### src/verilog/calc_pkg.sv
`default_nettype none

package calc_pkg;

    localparam int DATA_W          = 16;                       // operand / result / entry width
    localparam int COUNT_W         = 8;                        // evaluation counter width
    localparam int DEBOUNCE_CYCLES = 10;                       // pressed samples to confirm
    localparam int DEBOUNCE_W      = $clog2(DEBOUNCE_CYCLES);  // debounce counter width

    // decoded key classes
    typedef enum logic [2:0] {
        KEY_NONE, KEY_DIGIT, KEY_OP, KEY_NEG, KEY_EQUAL
    } key_kind_t;

    typedef enum logic [1:0] {
        OP_ADD, OP_SUB, OP_MUL                                 // keys A, B, C
    } calc_op_t;

    typedef struct packed {
        key_kind_t  kind;
        logic [3:0] digit;                                     // 0..9, only for KEY_DIGIT
        calc_op_t   op;                                        // only for KEY_OP
    } key_event_t;

    typedef struct packed {
        logic       clear;
        logic       load_digit;
        logic       negate;
        logic [3:0] digit;
    } entry_cmd_t;

    // wishbone word addresses
    localparam logic [1:0] REG_RESULT = 2'd0;
    localparam logic [1:0] REG_ENTRY  = 2'd1;
    localparam logic [1:0] REG_STATUS = 2'd2;
    localparam logic [1:0] REG_CTRL   = 2'd3;

    localparam int STATUS_OVF_BIT = 8;                         // above the 8-bit eval count

endpackage

`default_nettype wire

### src/verilog/calc_alu.sv
`default_nettype none

module calc_alu
    import calc_pkg::*;
(
    input  wire logic              clk,
    input  wire logic              nRST,
    input  wire logic              eval,        // one-cycle evaluate strobe
    input  wire calc_op_t          op,
    input  wire logic [DATA_W-1:0] operand_a,
    input  wire logic [DATA_W-1:0] operand_b,   // the current entry
    output logic      [DATA_W-1:0] result,
    output logic                   ovf
);

    logic        [DATA_W-1:0]   sum;
    logic        [DATA_W-1:0]   diff;
    logic signed [2*DATA_W-1:0] prod;           // full signed product
    logic        [DATA_W-1:0]   res_nxt;
    logic                       ovf_nxt;

    always_comb begin
        sum  = operand_a + operand_b;
        diff = operand_a - operand_b;
        prod = $signed(operand_a) * $signed(operand_b);
        case (op)
            OP_ADD: begin                                   // same signs in, sign flips
                res_nxt = sum;
                ovf_nxt = (operand_a[DATA_W-1] == operand_b[DATA_W-1]) &&
                          (sum[DATA_W-1] != operand_a[DATA_W-1]);
            end
            OP_SUB: begin                                   // signs differ, sign flips
                res_nxt = diff;
                ovf_nxt = (operand_a[DATA_W-1] != operand_b[DATA_W-1]) &&
                          (diff[DATA_W-1] != operand_a[DATA_W-1]);
            end
            OP_MUL: begin                                   // high half not sign ext
                res_nxt = prod[DATA_W-1:0];
                ovf_nxt = prod[2*DATA_W-1:DATA_W] != {DATA_W{prod[DATA_W-1]}};
            end
            default: begin
                res_nxt = '0;
                ovf_nxt = 1'b0;
            end
        endcase
    end

    always_ff @(posedge clk or negedge nRST) begin
        if (!nRST) begin
            result <= '0;
            ovf    <= 1'b0;
        end else if (eval) begin
            result <= res_nxt;
            ovf    <= ovf_nxt;
        end
    end

endmodule

`default_nettype wire

### src/verilog/calc_controller.sv
`default_nettype none

module calc_controller
    import calc_pkg::*;
(
    input  wire logic              clk,
    input  wire logic              nRST,
    input  wire logic              key_rdy,
    input  wire key_event_t        key_evt,
    output logic                   key_rd,      // one-cycle read pulse
    input  wire logic              host_clear,
    input  wire logic [DATA_W-1:0] entry,       // current entry value
    output entry_cmd_t             entry_cmd,
    output logic      [DATA_W-1:0] operand_a,
    output calc_op_t               op,
    output logic                   eval,
    output logic      [COUNT_W-1:0] eval_count
);

    typedef enum logic [1:0] {
        ENTER_A, ENTER_B, WAIT_KEY
    } ctrl_state_t;

    ctrl_state_t state;
    ctrl_state_t ret_state;                     // where to go once key released

    always_ff @(posedge clk or negedge nRST) begin
        if (!nRST) begin
            state      <= ENTER_A;
            ret_state  <= ENTER_A;
            key_rd     <= 1'b0;
            entry_cmd  <= '0;
            operand_a  <= '0;
            op         <= OP_ADD;
            eval       <= 1'b0;
            eval_count <= '0;
        end else begin
            key_rd    <= 1'b0;                  // pulses default low
            entry_cmd <= '0;
            eval      <= 1'b0;
            if (host_clear) begin
                entry_cmd.clear <= 1'b1;
                operand_a       <= '0;
                eval_count      <= '0;
                ret_state       <= ENTER_A;
                if (state != WAIT_KEY) state <= ENTER_A;  // still let held key drain
            end else begin
                case (state)
                    ENTER_A, ENTER_B: begin
                        if (key_rdy) begin
                            key_rd    <= 1'b1;
                            state     <= WAIT_KEY;
                            ret_state <= state;
                            case (key_evt.kind)
                                KEY_DIGIT: begin
                                    entry_cmd.load_digit <= 1'b1;
                                    entry_cmd.digit      <= key_evt.digit;
                                end
                                KEY_NEG: entry_cmd.negate <= 1'b1;
                                KEY_OP: begin               // latch A, start B
                                    operand_a       <= entry;
                                    op              <= key_evt.op;
                                    entry_cmd.clear <= 1'b1;
                                    ret_state       <= ENTER_B;
                                end
                                KEY_EQUAL: begin
                                    if (state == ENTER_B) begin  // no pending op in A
                                        eval            <= 1'b1;
                                        entry_cmd.clear <= 1'b1;
                                        eval_count      <= eval_count + 1'b1;
                                        ret_state       <= ENTER_A;
                                    end
                                end
                                default: ;                  // KEY_NONE, just consume
                            endcase
                        end
                    end
                    WAIT_KEY: if (!key_rdy) state <= ret_state;
                    default:  state <= ENTER_A;
                endcase
            end
        end
    end

endmodule

`default_nettype wire

### src/verilog/keypad_calc_top.sv
`default_nettype none

module keypad_calc_top
    import calc_pkg::*;
(
    input  wire logic              clk,
    input  wire logic              nRST,
    input  wire logic [3:0]        row_in,     // keypad rows
    output logic      [3:0]        col_out,    // keypad columns
    input  wire logic              cyc,        // wishbone slave
    input  wire logic              stb,
    input  wire logic              we,
    input  wire logic [1:0]        adr,
    input  wire logic [DATA_W-1:0] dat_w,
    output logic      [DATA_W-1:0] dat_r,
    output logic                   ack
);

    logic               key_rdy;
    logic               key_rd;
    key_event_t         key_evt;
    logic               host_clear;
    entry_cmd_t         entry_cmd;
    logic [DATA_W-1:0]  entry;
    logic [DATA_W-1:0]  operand_a;
    calc_op_t           op;
    logic               eval;
    logic [COUNT_W-1:0] eval_count;
    logic [DATA_W-1:0]  result;
    logic               ovf;

    keypad_scanner u_scanner (
        .clk, .nRST, .row_in, .col_out, .key_rdy, .key_rd, .key_evt
    );

    calc_controller u_ctrl (
        .clk, .nRST, .key_rdy, .key_evt, .key_rd, .host_clear,
        .entry, .entry_cmd, .operand_a, .op, .eval, .eval_count
    );

    operand_entry u_entry (
        .clk, .nRST, .entry_cmd, .entry
    );

    calc_alu u_alu (                            // operand b is the live entry
        .clk, .nRST, .eval, .op, .operand_a, .operand_b(entry), .result, .ovf
    );

    wb_calc_regs u_regs (
        .clk, .nRST, .cyc, .stb, .we, .adr, .dat_w, .dat_r, .ack,
        .result, .entry, .ovf, .eval_count, .host_clear
    );

endmodule

`default_nettype wire

### src/verilog/keypad_scanner.sv
`default_nettype none

module keypad_scanner
    import calc_pkg::*;
(
    input  wire logic       clk,
    input  wire logic       nRST,
    input  wire logic [3:0] row_in,     // rows, pulled up, low when pressed
    output logic      [3:0] col_out,    // one column driven low at a time
    output logic            key_rdy,    // event waiting for controller
    input  wire logic       key_rd,     // controller took the event
    output key_event_t      key_evt
);

    typedef enum logic [1:0] {
        S_SCAN, S_DEBOUNCE, S_HOLD, S_RELEASE
    } scan_state_t;

    scan_state_t           state;
    logic [1:0]            col_idx;     // active column
    logic [DEBOUNCE_W-1:0] deb_cnt;     // consecutive pressed samples
    logic [3:0]            key_code;    // row*4 + col
    logic                  key_valid;   // any row low

    // lowest pressed row wins
    function automatic logic [3:0] encode_key(input logic [3:0] row, input logic [1:0] col);
        logic [3:0] code;
        code = 4'hF;
        for (int r = 3; r >= 0; r--) begin
            if (!row[r]) code = {2'(r), col};
        end
        return code;
    endfunction

    assign key_valid = ~&row_in;
    assign col_out   = ~(4'b0001 << col_idx);

    always_ff @(posedge clk or negedge nRST) begin
        if (!nRST) begin
            state    <= S_SCAN;
            col_idx  <= 2'd0;
            deb_cnt  <= '0;
            key_code <= 4'h0;
            key_rdy  <= 1'b0;
        end else begin
            case (state)
                S_SCAN: begin
                    if (key_valid) begin                   // park on this column
                        deb_cnt <= DEBOUNCE_W'(1);
                        state   <= S_DEBOUNCE;
                    end else begin
                        col_idx <= col_idx + 2'd1;
                    end
                end
                S_DEBOUNCE: begin
                    if (!key_valid) begin                  // bounce, back to scanning
                        deb_cnt <= '0;
                        state   <= S_SCAN;
                    end else if (deb_cnt == DEBOUNCE_W'(DEBOUNCE_CYCLES - 1)) begin
                        key_code <= encode_key(row_in, col_idx);
                        key_rdy  <= 1'b1;
                        state    <= S_HOLD;
                    end else begin
                        deb_cnt <= deb_cnt + 1'b1;
                    end
                end
                S_HOLD:    if (key_rd) state <= S_RELEASE;  // wait for read
                S_RELEASE: begin
                    if (!key_valid) begin                  // key let go
                        key_rdy <= 1'b0;
                        state   <= S_SCAN;
                    end
                end
                default:   state <= S_SCAN;
            endcase
        end
    end

    // key map, code = row*4 + col
    always_comb begin
        key_evt = '{kind: KEY_NONE, digit: 4'd0, op: OP_ADD};
        case (key_code)
            4'h0: key_evt = '{kind: KEY_DIGIT, digit: 4'd1, op: OP_ADD};
            4'h1: key_evt = '{kind: KEY_DIGIT, digit: 4'd2, op: OP_ADD};
            4'h2: key_evt = '{kind: KEY_DIGIT, digit: 4'd3, op: OP_ADD};
            4'h3: key_evt = '{kind: KEY_OP,    digit: 4'd0, op: OP_ADD};  // A
            4'h4: key_evt = '{kind: KEY_DIGIT, digit: 4'd4, op: OP_ADD};
            4'h5: key_evt = '{kind: KEY_DIGIT, digit: 4'd5, op: OP_ADD};
            4'h6: key_evt = '{kind: KEY_DIGIT, digit: 4'd6, op: OP_ADD};
            4'h7: key_evt = '{kind: KEY_OP,    digit: 4'd0, op: OP_SUB};  // B
            4'h8: key_evt = '{kind: KEY_DIGIT, digit: 4'd7, op: OP_ADD};
            4'h9: key_evt = '{kind: KEY_DIGIT, digit: 4'd8, op: OP_ADD};
            4'hA: key_evt = '{kind: KEY_DIGIT, digit: 4'd9, op: OP_ADD};
            4'hB: key_evt = '{kind: KEY_OP,    digit: 4'd0, op: OP_MUL};  // C
            4'hC: key_evt = '{kind: KEY_EQUAL, digit: 4'd0, op: OP_ADD};  // *
            4'hD: key_evt = '{kind: KEY_DIGIT, digit: 4'd0, op: OP_ADD};
            4'hF: key_evt = '{kind: KEY_NEG,   digit: 4'd0, op: OP_ADD};  // D
            default: ;                                                    // # ignored
        endcase
    end

endmodule

`default_nettype wire

### src/verilog/operand_entry.sv
`default_nettype none

module operand_entry
    import calc_pkg::*;
(
    input  wire logic              clk,
    input  wire logic              nRST,
    input  wire entry_cmd_t        entry_cmd,
    output logic      [DATA_W-1:0] entry       // decimal entry, two's complement
);

    logic [DATA_W-1:0] times_ten;              // entry*10, wraps
    logic [DATA_W-1:0] with_digit;             // entry*10 + digit
    logic [DATA_W-1:0] negated;

    // x*10 = x*8 + x*2
    always_comb begin
        times_ten  = (entry << 3) + (entry << 1);
        with_digit = times_ten + DATA_W'(entry_cmd.digit);
        negated    = '0 - entry;
    end

    always_ff @(posedge clk or negedge nRST) begin
        if (!nRST) begin
            entry <= '0;
        end else if (entry_cmd.clear) begin            // clear wins
            entry <= '0;
        end else if (entry_cmd.negate) begin
            entry <= negated;
        end else if (entry_cmd.load_digit) begin
            entry <= with_digit;
        end
    end

endmodule

`default_nettype wire

### src/verilog/wb_calc_regs.sv
`default_nettype none

module wb_calc_regs
    import calc_pkg::*;
(
    input  wire logic               clk,
    input  wire logic               nRST,
    input  wire logic               cyc,
    input  wire logic               stb,
    input  wire logic               we,
    input  wire logic [1:0]         adr,          // word address
    input  wire logic [DATA_W-1:0]  dat_w,
    output logic      [DATA_W-1:0]  dat_r,
    output logic                    ack,
    input  wire logic [DATA_W-1:0]  result,
    input  wire logic [DATA_W-1:0]  entry,
    input  wire logic               ovf,
    input  wire logic [COUNT_W-1:0] eval_count,
    output logic                    host_clear    // one-cycle clear to controller
);

    logic              req;                       // new request, not yet acked
    logic [DATA_W-1:0] status;

    assign req = cyc & stb & ~ack;                // forces a low cycle between acks

    always_comb begin
        status                 = '0;
        status[COUNT_W-1:0]    = eval_count;
        status[STATUS_OVF_BIT] = ovf;
    end

    always_ff @(posedge clk or negedge nRST) begin
        if (!nRST) begin
            ack        <= 1'b0;
            dat_r      <= '0;
            host_clear <= 1'b0;
        end else begin
            ack        <= req;
            host_clear <= req & we & (adr == REG_CTRL) & dat_w[0];
            if (req & ~we) begin
                case (adr)
                    REG_RESULT: dat_r <= result;
                    REG_ENTRY:  dat_r <= entry;
                    REG_STATUS: dat_r <= status;
                    default:    dat_r <= '0;      // ctrl is write only
                endcase
            end
        end
    end

endmodule

`default_nettype wire
### config.mk
export PLATFORM = sky130hd
export DESIGN_NAME = keypad_calc_top
export DESIGN_NICKNAME = d
export VERILOG_FILES = /design/src/verilog/calc_pkg.sv /design/src/verilog/calc_alu.sv /design/src/verilog/calc_controller.sv /design/src/verilog/keypad_calc_top.sv /design/src/verilog/keypad_scanner.sv /design/src/verilog/operand_entry.sv /design/src/verilog/wb_calc_regs.sv
export SDC_FILE = /design/constraint.sdc
export NUM_CORES = 1
export LEC_CHECK = 0
export BUFFER_PORTS_ARGS = -buffer_cell sky130_fd_sc_hd__clkbuf_2
export CORE_UTILIZATION = 35
export CTS_CLUSTER_DIAMETER = 200
export DETAILED_ROUTE_END_ITERATION = 8
export PLACE_DENSITY = 0.58
export SLEW_MARGIN = 20
export SYNTH_ARGS = -nofsm -noshare
export SYNTH_HDL_FRONTEND = slang
export SYNTH_SLANG_ARGS = --single-unit
### constraint.sdc
create_clock -name clk -period 6.2 [get_ports clk]
set_input_delay 1.24 -clock clk [delete_from_list [all_inputs] [get_ports clk]]
set_output_delay 1.24 -clock clk [all_outputs]
set_load 0.01 [all_outputs]
==> reports/qor.csv <==
stage,metric,value,unit
die,die_w,224,µm
cells_and_area,layout_common_cells,"inv_1 (313), fa_1 (261), buf_4 (246), nand2_1 (204), ha_1 (133)",
yosys,yosysUniqueCellTypes,71,
worst_setup_path,rr_endpoint,u_alu.ovf,
routing,drt_iter0_markers,888,
worst_setup_path,ff2ff_path_depth,25,
worst_hold_path,whs_endpoint,u_alu.result[10],
grt,grt_max_degree,57,
routing,viasPerCell,5.01,
worst_setup_path,path_class,reg2reg,
yosys,synth_edf_count,0,
yosys,ys_seq_elements,103,
placed_design,place_hpwl,39400,µm
die,initial_core_util,35.4,%
timing,period_minus_slack,6990,ps
grt,grt_pass1_vias,14900,
cts,numClockSinks,103,
worst_hold_path,holdPathStages,1,
cts,cts_tree,done,
yosys,synth_nets,2385,
yosys,synthCells,1945,
placed_design,numPortBuffers,32,
yosys,synth_largest_area_cell,fa_1,
worst_hold_path,holdCritStartpoint,u_alu.result[10],
die,core_area,48800,µm²
die,die_h,224,µm
cts,cts_max_level,3,
cts,cts_buffers,9,
timing,fin_crit_sh,113,%
die,dieArea,50300,µm²
cts,clk_latency,370,ps
worst_setup_path,worstPathMaxFanout,8,
timing,worstMarginPinSlew,1000,ps
yosys,yosys_warnings,0,
timing,final-hold-violation-count,0,
run,cap_violations,0,
power_and_ir_drop,p_per_area,63.2,nW/µm²
routing,routed-via-count,14100,
worst_setup_path,cp-end-kind,register,
routing,route.detailed.drc,0,
yosys,synth_top_area_share,30.8,%
status,status,finished with violations,
routing,wl_per_cell,16.9,µm
yosys,ys_seq_area_share,14.9,%
grt,grt-ovfl-total,0,
cells_and_area,mostFrequentLayoutCell,inv_1,
cells_and_area,syn_to_final_growth,18.6,%
yosys,syn_area_per_cell,8.89,µm²
power_and_ir_drop,vdd_drop_max,111,µV
grt,grt_pass1_wl,78500,µm
worst_setup_path,critPathLaunchType,register,
timing,rsz0062_at_grt,yes,
yosys,yosys-top-cells-area,"fa_1 (31%), dfrtp_1 (15%), ha_1 (11%)",
routing,postRouteAntennaNets,0,
worst_setup_path,rr_startpoint,u_entry.entry[5],
cells_and_area,antenna_cells,0,
timing,setup_ws,-792,ps
yosys,synth_top_flop_cell,dfrtp_1,
yosys,async_flop_share,100,%
worst_setup_path,reg2reg_slack,-790,ps
cells_and_area,nFillCells,4896,
routing,drt-total-wl,47700,µm
timing,max_freq,143,MHz
worst_setup_path,crit_arrival,7240,ps
status,violations,negative setup slack,
timing,setup_violations,1,
die,row_count,81,
timing,max-slew-margin-rel,33.0,%
placed_design,routabilityCongestion,0.909,
routing,drt_pass1_iterations,5,
grt,antenna_found_initial,1,
placed_design,preCtsSetupSlack,-914,ps
grt,grt_usage,19.7,%
worst_hold_path,hp-class,reg2reg,
cts,clk_pin_slew,80,ps
worst_setup_path,cp_data_required_time,6440,ps
timing,skew,15.3,ps
die,io_pins,48,
cells_and_area,nNetsFinal,2590,
yosys,synthesis.area,17300,µm²
timing,setup_tns,-792,ps
power_and_ir_drop,p_leak,9.15,nW
timing,drv_slew,0,
cts,cts_buffer_depth,2,
cells_and_area,drive_gt1_share,18.6,%
cts,cts-root-buf,clkbuf_16,
[worst max path at each step]
stage	end	from	cells after the start	slack, ps
after floorplan	u_alu.ovf	u_entry.entry[1]	23	-200
after global placement	u_alu.ovf	u_ctrl.operand_a[8]	21	-850
after CTS	u_alu.ovf	u_ctrl.operand_a[15]	24	-750
after detailed placement	u_alu.ovf	u_ctrl.operand_a[8]	21	-910
after global routing	u_alu.ovf	u_entry.entry[4]	25	-970
final	u_alu.ovf	u_entry.entry[5]	25	-790
[power breakdown]
group	switching, mW	internal, mW	total, mW
Clock	0.295	0.295	0.590
Sequential	0.00124	0.672	0.673
Combinational	0.0258	0.00797	0.0338
Total	0.322	0.975	1.30
[critical path, cell delays in order, from the launching register on]
cell and delay (ps):
dfrtp_1 430, buf_12 160, buf_4 140, and2_1 140, fa_1 500, inv_1 50
fa_1 410, fa_2 570, inv_1 40, ha_1 280, fa_1 460, fa_1 550
ha_4 220, a21o_1 220, a2111oi_4 300, buf_4 210, buf_4 110, a211oi_1 80
o31a_1 330, o21a_1 190, or2_2 320, nor4bb_4 260, buf_4 190, o2111ai_4 150
o41ai_4 440, o21bai_4 100
[flip-flops by register name, summed over array words and instances, names as in the netlist, 2 cells and up, named ones only]
| signal | cells |
|---|---|
| u_alu.result | 16 |
| u_ctrl.operand_a | 16 |
| u_entry.entry | 16 |
| u_regs.dat_r | 16 |
| u_ctrl.eval_count | 8 |
| u_ctrl.entry_cmd | 7 |
| u_scanner.deb_cnt | 4 |
| u_scanner.key_code | 4 |
| u_ctrl.op | 2 |
| u_ctrl.ret_state | 2 |
| u_ctrl.state | 2 |
| u_scanner.col_idx | 2 |
[cells in the mapped netlist, types with 22 or more instances]
master and n:
clkbuf_1 80, nor3_1 28, nand2b_1 23, dfrtp_1 103, fa_1 266, ha_1 147
o21ai_0 73, nor2_1 113, nand2_1 206, inv_1 318, a21oi_1 108, xnor2_1 46
mux2i_1 22, and2_1 80
[area by class of cell]
type	instances	area, µm²	area share, %
clock buffers	10	239	1.16
clock inverters	6	63.8	0.311
inverters	320	1210	5.88
multi-input cells	1427	13400	65.3
flip-flops and latches	103	2590	12.6
well taps	664	831	4.05
repair buffers	289	2190	10.7
[layer usage]
layer	track usage, %	up-vias	routed length [µm]
met5	0	-	13
met4	5.97	2	1130
met3	1.54	63	2070
met2	32.9	340	22700
met1	27.3	7027	21800
li1	-	6695	-
[metrics by stage]
step / util [%] / area, µm² / instances / hold slack, ps / total power, mW
4_1_cts: 41.3 / 20200 / 2805 / 495 / 1.32
5_1_grt: 42.0 / 20500 / 2819 / 505 / 1.34
3_5_place_dp: 40.5 / 19800 / 2787 / 475 / 0.722
6_report: 42.0 / 20500 / 2819 / 492 / 1.30
2_1_floorplan: - / 17500 / 1945 / 456 / 0.700
3_3_place_gp: 40.5 / 19800 / 2787 / 469 / 0.721
[logic make-up (layout without fill, tap and decap cells)]
kind of cell,count (synthesis),count (layout),share of synthesized area [%]
adders and majority gates,413,413,41.4
muxes,23,23,1.34
AOI/OAI and AO/OA,359,359,13.4
DFF,103,103,14.9
buffers and inverters,415,625,9.73
and+or+nand+nor,567,567,16.0
xor gates and xnor gates,65,65,3.29
[repair_timing]
item,4_1_cts,5_1_grt
pin swaps,4,21
hold buffers,0,0
resized for setup,19,49
setup endpoints to repair,2,2
buffers inserted,2,14
Note: power is estimated with default switching activity, not from simulation.
